<file path="config.mk">
export PLATFORM = sky130hd
export DESIGN_NAME = scalar_core
export DESIGN_NICKNAME = d
export VERILOG_FILES = /design/src/scalar_pkg.sv /design/src/stage_sequencer.sv /design/src/instr_decoder.sv /design/src/register_file.sv /design/src/alu_unit.sv /design/src/pc_unit.sv /design/src/result_port.sv /design/src/scalar_core.sv
export SDC_FILE = /design/constraint.sdc
export NUM_CORES = 2
export LEC_CHECK = 0
export CAP_MARGIN = 10
export CORE_ASPECT_RATIO = 1.2
export CORE_MARGIN = 2
export CORE_UTILIZATION = 43
export DETAILED_ROUTE_END_ITERATION = 10
export DONT_BUFFER_PORTS = 1
export HOLD_SLACK_MARGIN = 0.05
export PLACE_DENSITY = 0.68
export REMOVE_ABC_BUFFERS = 1
export SETUP_SLACK_MARGIN = 0.5
export SLEW_MARGIN = 20
export SYNTH_ARGS = -nofsm -noshare
export SYNTH_HDL_FRONTEND = slang
export SYNTH_HIERARCHICAL = 1
export SYNTH_SLANG_ARGS = --single-unit
export TNS_END_PERCENT = 100
</file>
<file path="constraint.sdc">
create_clock -name clock -period 14.5 [get_ports clock]
set_input_delay 0.725 -clock clock [delete_from_list [all_inputs] [get_ports clock]]
set_output_delay 0.725 -clock clock [all_outputs]
set_load 0.005 [all_outputs]
</file>
<file path="src/scalar_pkg.sv">
package scalar_pkg;

    localparam int data_width    = 32;
    localparam int addr_width    = 12;
    localparam int reg_count     = 16;
    localparam int reg_idx_width = 4;

    // Instruction word markers seen on data_out
    localparam logic [data_width-1:0] halt_marker    = 32'hFFFF_FFFF;
    localparam logic [data_width-1:0] barrier_marker = 32'hAAAA_AAAA;

    typedef enum logic [3:0] {
        op_nop      = 4'd0,
        op_load_imm = 4'd1,
        op_jump     = 4'd2,
        op_branch   = 4'd3,
        op_alu      = 4'd4,
        op_load_pc  = 4'd5,
        op_halt     = 4'd6,
        op_sync     = 4'd7
    } op_t;

    // Codes 5 and 6 are reserved and act as no-ops
    typedef enum logic [2:0] {
        alu_add = 3'd0,
        alu_sub = 3'd1,
        alu_and = 3'd2,
        alu_or  = 3'd3,
        alu_xor = 3'd4,
        alu_cmp = 3'd7
    } alu_op_t;

    typedef enum logic [3:0] {
        cond_none   = 4'd0,
        cond_eq     = 4'd1,
        cond_ne     = 4'd2,
        cond_lt     = 4'd3,
        cond_ge     = 4'd4,
        cond_cs     = 4'd5,
        cond_cc     = 4'd6,
        cond_vs     = 4'd7,
        cond_vc     = 4'd8,
        cond_always = 4'd15
    } cond_t;

    typedef enum logic [1:0] {
        stage_fetch     = 2'd0,
        stage_decode    = 2'd1,
        stage_execute   = 2'd2,
        stage_writeback = 2'd3
    } stage_t;

    typedef struct packed {
        logic zero;
        logic negative;
        logic carry;
        logic overflow;
    } flags_t;

    typedef struct packed {
        op_t                      op;
        logic [reg_idx_width-1:0] src;
        logic [reg_idx_width-1:0] dest;
        alu_op_t                  alu_op;
        cond_t                    cond;
        logic [3:0]               sync_sel;
        logic [addr_width-1:0]    addr;
        logic [data_width-1:0]    imm;   // Already sign-extended
        logic                     take_branch;
    } decoded_t;

endpackage

</file>
<file path="src/stage_sequencer.sv">
`timescale 1ns/1ps

module stage_sequencer (
    input  logic                clock,
    input  logic                reset,
    input  logic                enable,
    input  logic                halt_now,
    output scalar_pkg::stage_t  stage,
    output logic                advance,
    output logic                prog_mem_read
);

    import scalar_pkg::*;

    logic running;

    // Single advance level shared by every unit
    assign advance       = enable & running;
    assign prog_mem_read = enable & running;   // Low while stalled or halted

    always_ff @(posedge clock or posedge reset) begin
        if (reset) begin
            stage   <= stage_fetch;
            running <= 1'b1;
        end else if (advance) begin
            case (stage)
                stage_fetch:     stage <= stage_decode;
                stage_decode:    stage <= stage_execute;
                stage_execute: begin
                    stage <= stage_writeback;
                    if (halt_now) begin
                        running <= 1'b0;   // Never set again until reset
                    end
                end
                default:         stage <= stage_fetch;
            endcase
        end
    end

    // Stage either holds or steps to its successor
    property p_stage_order;
        @(posedge clock) disable iff (reset)
            1'b1 |=> (stage == $past(stage)) ||
                     (stage == stage_t'($past(stage) + 2'd1));
    endproperty

    a_stage_order: assert property (p_stage_order)
        else $error("stage skipped or moved backwards");

endmodule

</file>
<file path="src/instr_decoder.sv">
`timescale 1ns/1ps

module instr_decoder (
    input  logic [scalar_pkg::data_width-1:0] instruction,
    input  scalar_pkg::flags_t                flags,
    output scalar_pkg::decoded_t              decoded
);

    import scalar_pkg::*;

    logic cond_met;

    // Field split
    always_comb begin
        decoded.op          = op_t'(instruction[31:28]);
        decoded.src         = instruction[27:24];
        decoded.dest        = instruction[23:20];
        decoded.sync_sel    = instruction[19:16];
        decoded.alu_op      = alu_op_t'(instruction[18:16]);   // Overlaps sync_sel
        decoded.cond        = cond_t'(instruction[15:12]);
        decoded.addr        = instruction[addr_width-1:0];
        decoded.imm         = {{(data_width-16){instruction[15]}}, instruction[15:0]};
        decoded.take_branch = (decoded.op == op_branch) && cond_met;
    end

    // Branch condition against current flags
    always_comb begin
        case (cond_t'(instruction[15:12]))
            cond_eq:     cond_met = flags.zero;
            cond_ne:     cond_met = !flags.zero;
            cond_lt:     cond_met = flags.negative;
            cond_ge:     cond_met = !flags.negative;
            cond_cs:     cond_met = flags.carry;
            cond_cc:     cond_met = !flags.carry;
            cond_vs:     cond_met = flags.overflow;
            cond_vc:     cond_met = !flags.overflow;
            cond_always: cond_met = 1'b1;
            default:     cond_met = 1'b0;   // none and undefined codes
        endcase
    end

endmodule

</file>
<file path="src/register_file.sv">
`timescale 1ns/1ps

module register_file (
    input  logic                                 clock,
    input  logic                                 reset,
    input  logic                                 wr_en,
    input  logic [scalar_pkg::reg_idx_width-1:0] wr_idx,
    input  logic [scalar_pkg::data_width-1:0]    wr_data,
    input  logic [scalar_pkg::reg_idx_width-1:0] src_idx,
    input  logic [scalar_pkg::reg_idx_width-1:0] dest_idx,
    output logic [scalar_pkg::data_width-1:0]    src_data,
    output logic [scalar_pkg::data_width-1:0]    dest_data
);

    import scalar_pkg::*;

    logic [data_width-1:0] regs [reg_count];

    // Architectural state, cleared on reset
    always_ff @(posedge clock or posedge reset) begin
        if (reset) begin
            for (int i = 0; i < reg_count; i++) begin
                regs[i] <= '0;
            end
        end else if (wr_en) begin
            regs[wr_idx] <= wr_data;
        end
    end

    // Asynchronous read ports
    assign src_data  = regs[src_idx];
    assign dest_data = regs[dest_idx];

endmodule

</file>
<file path="src/alu_unit.sv">
`timescale 1ns/1ps

module alu_unit (
    input  logic                                 clock,
    input  logic                                 reset,
    input  logic                                 execute_en,
    input  scalar_pkg::decoded_t                 decoded,
    input  logic [scalar_pkg::data_width-1:0]    src_data,
    input  logic [scalar_pkg::data_width-1:0]    dest_data,
    output scalar_pkg::flags_t                   flags,
    output logic                                 wr_en,
    output logic [scalar_pkg::reg_idx_width-1:0] wr_idx,
    output logic [scalar_pkg::data_width-1:0]    wr_data
);

    import scalar_pkg::*;

    logic [data_width:0]   sum;   // Extra bit holds carry out
    logic [data_width-1:0] diff;
    logic [data_width-1:0] result;
    logic                  alu_writes;
    logic                  is_cmp;
    flags_t                flags_next;

    always_comb begin
        sum        = {1'b0, dest_data} + {1'b0, src_data};
        diff       = dest_data - src_data;
        result     = '0;
        alu_writes = 1'b0;
        flags_next = flags;   // Reserved codes keep flags
        case (decoded.alu_op)
            alu_add: begin
                result              = sum[data_width-1:0];
                alu_writes          = 1'b1;
                flags_next.carry    = sum[data_width];
                flags_next.overflow = (dest_data[data_width-1] == src_data[data_width-1]) &&
                                      (result[data_width-1] != dest_data[data_width-1]);
            end
            alu_sub, alu_cmp: begin
                result              = diff;
                alu_writes          = (decoded.alu_op == alu_sub);
                flags_next.carry    = (dest_data >= src_data);   // No borrow
                flags_next.overflow = (dest_data[data_width-1] != src_data[data_width-1]) &&
                                      (result[data_width-1] != dest_data[data_width-1]);
            end
            alu_and, alu_or, alu_xor: begin
                if (decoded.alu_op == alu_and) begin
                    result = dest_data & src_data;
                end else if (decoded.alu_op == alu_or) begin
                    result = dest_data | src_data;
                end else begin
                    result = dest_data ^ src_data;
                end
                alu_writes          = 1'b1;
                flags_next.carry    = 1'b0;
                flags_next.overflow = 1'b0;
            end
            default: ;
        endcase
        if (alu_writes || decoded.alu_op == alu_cmp) begin
            flags_next.zero     = (result == '0);
            flags_next.negative = result[data_width-1];
        end
    end

    always_ff @(posedge clock or posedge reset) begin
        if (reset) begin
            flags <= '0;
        end else if (execute_en && decoded.op == op_alu) begin
            flags <= flags_next;
        end
    end

    // Write port for load_imm or a storing ALU op
    assign wr_en   = execute_en &&
                     ((decoded.op == op_load_imm) || (decoded.op == op_alu && alu_writes));
    assign wr_idx  = decoded.dest;
    assign wr_data = (decoded.op == op_load_imm) ? decoded.imm : result;

    assign is_cmp = (decoded.op == op_alu) && (decoded.alu_op == alu_cmp);

    // Destination register survives a compare
    a_cmp_keeps_dest: assert property (
        @(posedge clock) disable iff (reset)
            (execute_en && is_cmp) |=>
                (decoded.dest != $past(decoded.dest)) || (dest_data == $past(dest_data))
    ) else $error("cmp modified its destination register");

endmodule

</file>
<file path="src/pc_unit.sv">
`timescale 1ns/1ps

module pc_unit (
    input  logic                              clock,
    input  logic                              reset,
    input  scalar_pkg::stage_t                stage,
    input  logic                              advance,
    input  scalar_pkg::decoded_t              decoded,
    input  logic [scalar_pkg::data_width-1:0] src_data,
    output logic [scalar_pkg::addr_width-1:0] prog_mem_addr
);

    import scalar_pkg::*;

    logic [addr_width-1:0] pc;
    logic [addr_width-1:0] next_pc;

    always_ff @(posedge clock or posedge reset) begin
        if (reset) begin
            pc            <= '0;
            next_pc       <= '0;
            prog_mem_addr <= '0;
        end else if (advance) begin
            case (stage)
                stage_fetch: prog_mem_addr <= pc;
                stage_execute: begin
                    if (decoded.op == op_jump || decoded.take_branch) begin
                        next_pc <= decoded.addr;   // Jump or taken branch
                    end else if (decoded.op == op_load_pc) begin
                        next_pc <= src_data[addr_width-1:0];
                    end else begin
                        next_pc <= pc + 1'b1;   // Wraps at 12 bits
                    end
                end
                stage_writeback: begin
                    pc            <= next_pc;
                    prog_mem_addr <= next_pc;
                end
                default: ;
            endcase
        end
    end

endmodule

</file>
<file path="src/result_port.sv">
`timescale 1ns/1ps

module result_port (
    input  logic                              clock,
    input  logic                              reset,
    input  logic                              execute_en,
    input  scalar_pkg::decoded_t              decoded,
    input  logic [scalar_pkg::data_width-1:0] src_data,
    output logic [scalar_pkg::data_width-1:0] data_out,
    output logic                              data_valid
);

    import scalar_pkg::*;

    always_ff @(posedge clock or posedge reset) begin
        if (reset) begin
            data_out   <= '0;
            data_valid <= 1'b0;
        end else begin
            data_valid <= 1'b0;   // Pulse lasts one cycle
            if (execute_en) begin
                if (decoded.op == op_halt) begin
                    data_out   <= halt_marker;
                    data_valid <= 1'b1;
                end else if (decoded.op == op_sync && decoded.sync_sel == 4'd0) begin
                    data_out   <= barrier_marker;
                    data_valid <= 1'b1;
                end else if (decoded.op == op_sync && decoded.sync_sel == 4'd1) begin
                    data_out   <= src_data;
                    data_valid <= 1'b1;
                end
            end
        end
    end

    // Execute edges are at least four cycles apart
    a_single_pulse: assert property (
        @(posedge clock) disable iff (reset) data_valid |=> !data_valid
    ) else $error("data_valid held for two cycles");

endmodule

</file>
<file path="src/scalar_core.sv">
`timescale 1ns/1ps

module scalar_core (
    input  logic                              clock,
    input  logic                              reset,
    input  logic                              enable,
    input  logic [scalar_pkg::data_width-1:0] instruction,
    output logic [scalar_pkg::data_width-1:0] data_out,
    output logic                              data_valid,
    output logic [scalar_pkg::addr_width-1:0] prog_mem_addr,
    output logic                              prog_mem_read
);

    import scalar_pkg::*;

    stage_t                   stage;
    logic                     advance;
    logic                     execute_en;
    decoded_t                 decoded;
    flags_t                   flags;
    logic [data_width-1:0]    src_data;
    logic [data_width-1:0]    dest_data;
    logic                     wr_en;
    logic [reg_idx_width-1:0] wr_idx;
    logic [data_width-1:0]    wr_data;

    // All architectural updates happen on this edge
    assign execute_en = advance && (stage == stage_execute);

    stage_sequencer u_seq (
        .clock         (clock),
        .reset         (reset),
        .enable        (enable),
        .halt_now      (decoded.op == op_halt),
        .stage         (stage),
        .advance       (advance),
        .prog_mem_read (prog_mem_read)
    );

    instr_decoder u_dec (
        .instruction (instruction),
        .flags       (flags),
        .decoded     (decoded)
    );

    register_file u_regs (
        .clock     (clock),
        .reset     (reset),
        .wr_en     (wr_en),
        .wr_idx    (wr_idx),
        .wr_data   (wr_data),
        .src_idx   (decoded.src),
        .dest_idx  (decoded.dest),
        .src_data  (src_data),
        .dest_data (dest_data)
    );

    alu_unit u_alu (
        .clock      (clock),
        .reset      (reset),
        .execute_en (execute_en),
        .decoded    (decoded),
        .src_data   (src_data),
        .dest_data  (dest_data),
        .flags      (flags),
        .wr_en      (wr_en),
        .wr_idx     (wr_idx),
        .wr_data    (wr_data)
    );

    pc_unit u_pc (
        .clock         (clock),
        .reset         (reset),
        .stage         (stage),
        .advance       (advance),
        .decoded       (decoded),
        .src_data      (src_data),
        .prog_mem_addr (prog_mem_addr)
    );

    result_port u_out (
        .clock      (clock),
        .reset      (reset),
        .execute_en (execute_en),
        .decoded    (decoded),
        .src_data   (src_data),
        .data_out   (data_out),
        .data_valid (data_valid)
    );

endmodule

</file>
# Yosys cells after proc, flatten, opt, wreduce, memory -nomap -nowiden
# Cells that the tools add are included.
dict set report op_classes {
  n_mul 0
  n_mux 27
  reduce_logical 34
  eq_ne 29
  bitwise_logic 6
  div 0
  magnitude_cmp 4
  add_sub_neg 3
  shift 0
}
# op n
set ops {}
lappend ops {{$bwmux W512} 1}
lappend ops {{$mux W32} 11}
lappend ops {{$bmux W32 S4} 2}
lappend ops {{$demux W32 S4} 1}
lappend ops {{$pmux W32 S3} 1}
lappend ops {{$add A32 B32 Y33} 1}
lappend ops {{$and A32 B32 Y32} 1}
lappend ops {{$eq A4 B3 Y1 const B} 8}
lappend ops {{$ge A32 B32 Y1} 1}
lappend ops {{$logic_not A32 Y1} 1}
lappend ops {{$or A32 B32 Y32} 1}
lappend ops {{$sub A32 B32 Y32} 1}
lappend ops {{$xor A32 B32 Y32} 1}
lappend ops {{$mux W12} 2}
lappend ops {{$pmux W12 S2} 1}
lappend ops {{$eq A4 B2 Y1 const B} 4}
lappend ops {{$add A12 B1 Y12 const B} 1}
lappend ops {{$eq A4 B1 Y1 const B} 3}
lappend ops {{$pmux W2 S3} 2}
lappend ops {{$reduce_and A2 Y1} 6}
lappend ops {{$ge A5 B5 Y1 const B} 2}
lappend ops {{$logic_and A1 B1 Y1} 10}
lappend ops {{$not A4 Y5} 2}
lappend ops {{$pmux W1 S9} 1}
lappend ops {{23 further kinds} 38}
dict set report totals {
  latch_bits 0
  register_bits 588
  out_inout_bits 46
  mem_bits_rw 0
  mem_bits_ro 0
  elab_cells 130
  n_memories 0
}

# Longest topological paths before layout
dict set report logic_depth {
  ltp_word 10
  ltp_mapped 22
}

# Modules after synthesis
# Netlist, hierarchy kept.
# mod seq_area_each_um2 cells_per_inst n_inst area_per_inst_um2
set modules_own_cells {}
lappend modules_own_cells {register_file 12812.3 1681 1 26629.3}
lappend modules_own_cells {alu_unit 100.1 979 1 6631.4}
lappend modules_own_cells {pc_unit 900.9 203 1 1994.4}
lappend modules_own_cells {result_port 825.8 143 1 1586.5}
lappend modules_own_cells {instr_decoder 0.0 78 1 594.3}
lappend modules_own_cells {stage_sequencer 76.3 16 1 168.9}
lappend modules_own_cells {scalar_core 0.0 2 1 21.3}

# Least setup slack after synthesis
# OpenSTA, ideal clock, no wires.
dict set report synth_timing {
  kind {in2reg}
  from {input port instruction[20] (netlist name)}
  to {register u_regs/regs[286] (netlist name)}
  n_path_buf 4
  slack_ns 9.065
  required_ns 14.435
  stages 22
  t_arrival_ns 5.370
  cell_sequence {buf_4 > clkbuf_1 > buf_2 > mux4_2 > a22oi_1 > nand2_1 > inv_1 > ha_1 > inv_1 > fa_1 > nor2b_1 > o21a_1 > o211a_1 > nor4_2 > o41ai_1 > a21oi_1 > o22ai_1 > or4_1 > and3_1 > a21oi_1 > clkbuf_1 > mux2_2}
}
dict set report synth_via {
  elab_cells_between_ends 19
  classes_between {add/sub: 2; order compare: 2; mux: 10; bitwise: 4; reduce/logical: 1}
}
# item line
set synth_rtl {}
lappend synth_rtl {{start, declared} scalar_core.sv:7} ;# input logic [scalar_pkg::data_width-1:0] instruction,
lappend synth_rtl {{$not A4 Y5 (implied by the code) (*)} register_file.sv:32} ;# assign dest_data = regs[dest_idx];
lappend synth_rtl {{$bmux W32 S4 (*)} register_file.sv:32}
lappend synth_rtl {{$mux W32 (implied by the code) (*) (2 in series)} register_file.sv:32}
lappend synth_rtl {{net dest_data[0]} scalar_core.sv:22} ;# logic [data_width-1:0] dest_data;
lappend synth_rtl {{$sub A32 B32 Y32 / $add A32 B32 Y33 (equally long branches)} {alu_unit.sv:27, alu_unit.sv:26}}
lappend synth_rtl {{$pmux W32 S3 (*)} alu_unit.sv:31} ;# case (decoded.alu_op)
lappend synth_rtl {{$mux W32 (*)} alu_unit.sv:78} ;# assign wr_data = (decoded.op == op_load_imm) ? decoded.imm : result;
lappend synth_rtl {{net wr_data[30]} scalar_core.sv:25} ;# logic [data_width-1:0] wr_data;
lappend synth_rtl {{$bwmux W512 (*)} register_file.sv:26} ;# regs[wr_idx] <= wr_data;
lappend synth_rtl {{end signal, assigned by index} register_file.sv:26}
lappend synth_rtl {{end, declared} register_file.sv:17} ;# logic [data_width-1:0] regs [reg_count];
# Mark *: on every way through the listed nets, which the timed path passes. The rest lies on a longest branch. The select of a mux whose other input is x is not followed.
# A chain may end at the register's enable or synchronous reset.

# Worst setup path in the final report
dict set report layout_timing {
  from {register u_regs/regs[422] (netlist name)}
  to {register u_alu/flags[3] (netlist name)}
}
dict set report layout_via {
  elab_chain_cells 8
  elab_cells_between_ends 15
  classes_between {add/sub: 2; mux: 9; bitwise: 3; reduce/logical: 1}
}
# item line
set layout_rtl {}
lappend layout_rtl {{$bmux W32 S4 (*)} register_file.sv:31} ;# assign src_data = regs[src_idx];
lappend layout_rtl {{$mux W32 (implied by the code) (*) (2 in series)} register_file.sv:31}
lappend layout_rtl {{net src_data[6]} scalar_core.sv:21} ;# logic [data_width-1:0] src_data;
lappend layout_rtl {{branches (longest 3 deep; another with $sub A32 B32 Y32)} -}
lappend layout_rtl {{$pmux W32 S3 (*)} alu_unit.sv:31}
lappend layout_rtl {{$logic_not A32 Y1 (*)} alu_unit.sv:61} ;# flags_next.zero = (result == '0);
# Mark *: on every way through the listed nets, which the timed path passes. The select of a mux whose other input is x is not followed.

==> flow_summary.toml <==
[outcome]
run_status = "finished, final reports clean"

[pwr]
p_per_area_mw_per_mm2 = 100
ir_drop_mv = 0.0900
p_leak_uw = 0.0177

[worst_setup_path]
reg2reg_slack_ns = 9.25
start_kind = "flip-flop"
r2r_cells = 16
cp.required_ns = 15.06
arrival_ns = 5.81
end_kind = "flip-flop"
critPathMaxFanout = 10
path_class = "reg -> reg"

[place]
place_congestion = 1.00
dp.cells = 3959
portBuffers = 0
hpwl_um = 71200

[cts]
postCtsHoldBufs = 1
clock-sinks = 588
h-tree-depth = 2
path_clk_slew_ns = 0.07
clock_tree.root_cell = "clkbuf_16"
clock_path_buffers = 3
clk_latency_ns = 0.65
tritoncts = "built"
cts_buffers = 58
cts.repair.resized = 0
postCtsSetupBuffers = 0

[global_routing]
grt_max_degree = 168
grt_pass1_vias = 26700
grt_pass1_wl_um = 172000
grt_use_total_pct = 25.3
antenna_found_initial = 3
overflow = 0

[logic_synthesis]
syn_inst = 3098
ys.warnings.count = 6
netlist_area_mm2 = 0.0376
syn_avg_cell_area_um2 = 12.1

[timing]
fin_tns_setup_ns = 0
worst_pin_slew_ns = 1.10
clock.fmax_ghz = 0.190
relSlewSlack_pct = 26.5
finalHoldViolCount = 0
finClkSkew_ns = 0.0342
rsz0062_at_grt = "false"
finalSetupViolCount = 0
whs_ns = 0.0811
finalCriticalPeriod_ns = 5.25
slew_viol_final = 0
period_share_pct = 36.2

[drt]
drtAntennaViolNets = 0
wl_um = 114000
wl_per_cell_um = 28.0
drtPass1Iterations = 6
avgViaCountPerCell = 6.53
vias = 26600
drc = 0
drt_iter0_drc = 2486

[die]
dieArea_mm2 = 0.0898
io_pins = 81
die_y_um = 328
num_rows = 118
start_util_pct = 43.5
die_x_um = 274
coreArea_mm2 = 0.0865

[worst_hold_path]
hp-class = "in -> async"

[cells_and_area]
drive_above_1_share_pct = 35.4
instances_no_fill = 4073
syn_to_final_growth_pct = 5.92
final_nets = 3019

[job]
maxCapViolCount = 0
## metrics by stage
stage | setup WS, ns | area, um^2 | util (%) | total power [uW]
floorplan | -0.525 | 35700 | - | 2230
global placement | 8.69 | 37700 | 43.6 | 2410
detailed placement | 8.60 | 37800 | 43.6 | 2420
CTS | 9.07 | 39700 | 45.9 | 4010
global route | 9.02 | 39800 | 46.0 | 4140
finish | 9.25 | 39800 | 46.0 | 3990
## layer usage
layer,global-route usage (%),part of all wire (%)
met2,42.0,49
met3,4.74,7.1
met5,0,0.020
met1,30.5,37
met4,15.1,6.8
## flip-flops by register name, indices dropped and copies added (netlist names), 2 cells and up
name and flops:
u_pc/next_pc 12, u_pc/pc 12, u_pc/prog_mem_addr 12, u_seq/stage 2, u_out/data_out 32, u_alu/flags 4, u_regs/regs 512
## path summary, 6_finish.rpt
path	from	end
setup / recovery	u_regs/regs[422]	u_alu/flags[3]
hold / removal	reset	u_pc/next_pc[6]
min in group clock	enable	u_seq/running
setup reg to reg	u_regs/regs[422]	u_alu/flags[3]
max in group asynchronous	reset	u_regs/regs[334]
hold reg to reg	u_seq/running	u_seq/running
## layout by cell type (no fill, tap or decap), types with 32 or more instances in the layout
cell	instances
dfrtp_1	587
mux2_2	479
mux4_2	256
nand2_1	162
a22oi_1	147
a21oi_1	134
nor2_1	122
inv_1	113
ha_1	101
clkbuf_16	59
buf_4	52
o21ai_0	51
o22ai_1	39
nand2b_1	32
## critical path, cell delays in order (launching register included)
cell and delay [ns]:
dfrtp_1 0.40, mux4_2 0.48, a22oi_1 0.22, nand2_1 0.21, inv_1 0.13, ha_1 0.38, nor4_4 0.40, o311ai_4 0.19
a31oi_1 0.33, nor2_1 0.16, a221o_1 0.34, a21oi_1 0.38, nand4_1 0.14, nor4_1 0.44, nand4_1 0.32, nor4_2 0.42
a32o_1 0.21
## power by group
group / internal [uW] / total, uW / switching, uW
Combinational: 233 / 549 / 316
Clock: 907 / 1590 / 681
Sequential: 1740 / 1850 / 114
Total: 2880 / 3990 / 1110
## area by class of cell
type,count,area [um^2]
inverters,116,443
repair buffers,57,478
clock inverters,25,315
clock buffers,85,1660
flip-flops and latches,588,14700
well taps,1140,1430
fillers,7770,46700
multi-input cells,2060,20800
diodes,2,5.00
No activity file was read; power rests on OpenSTA's default activity.
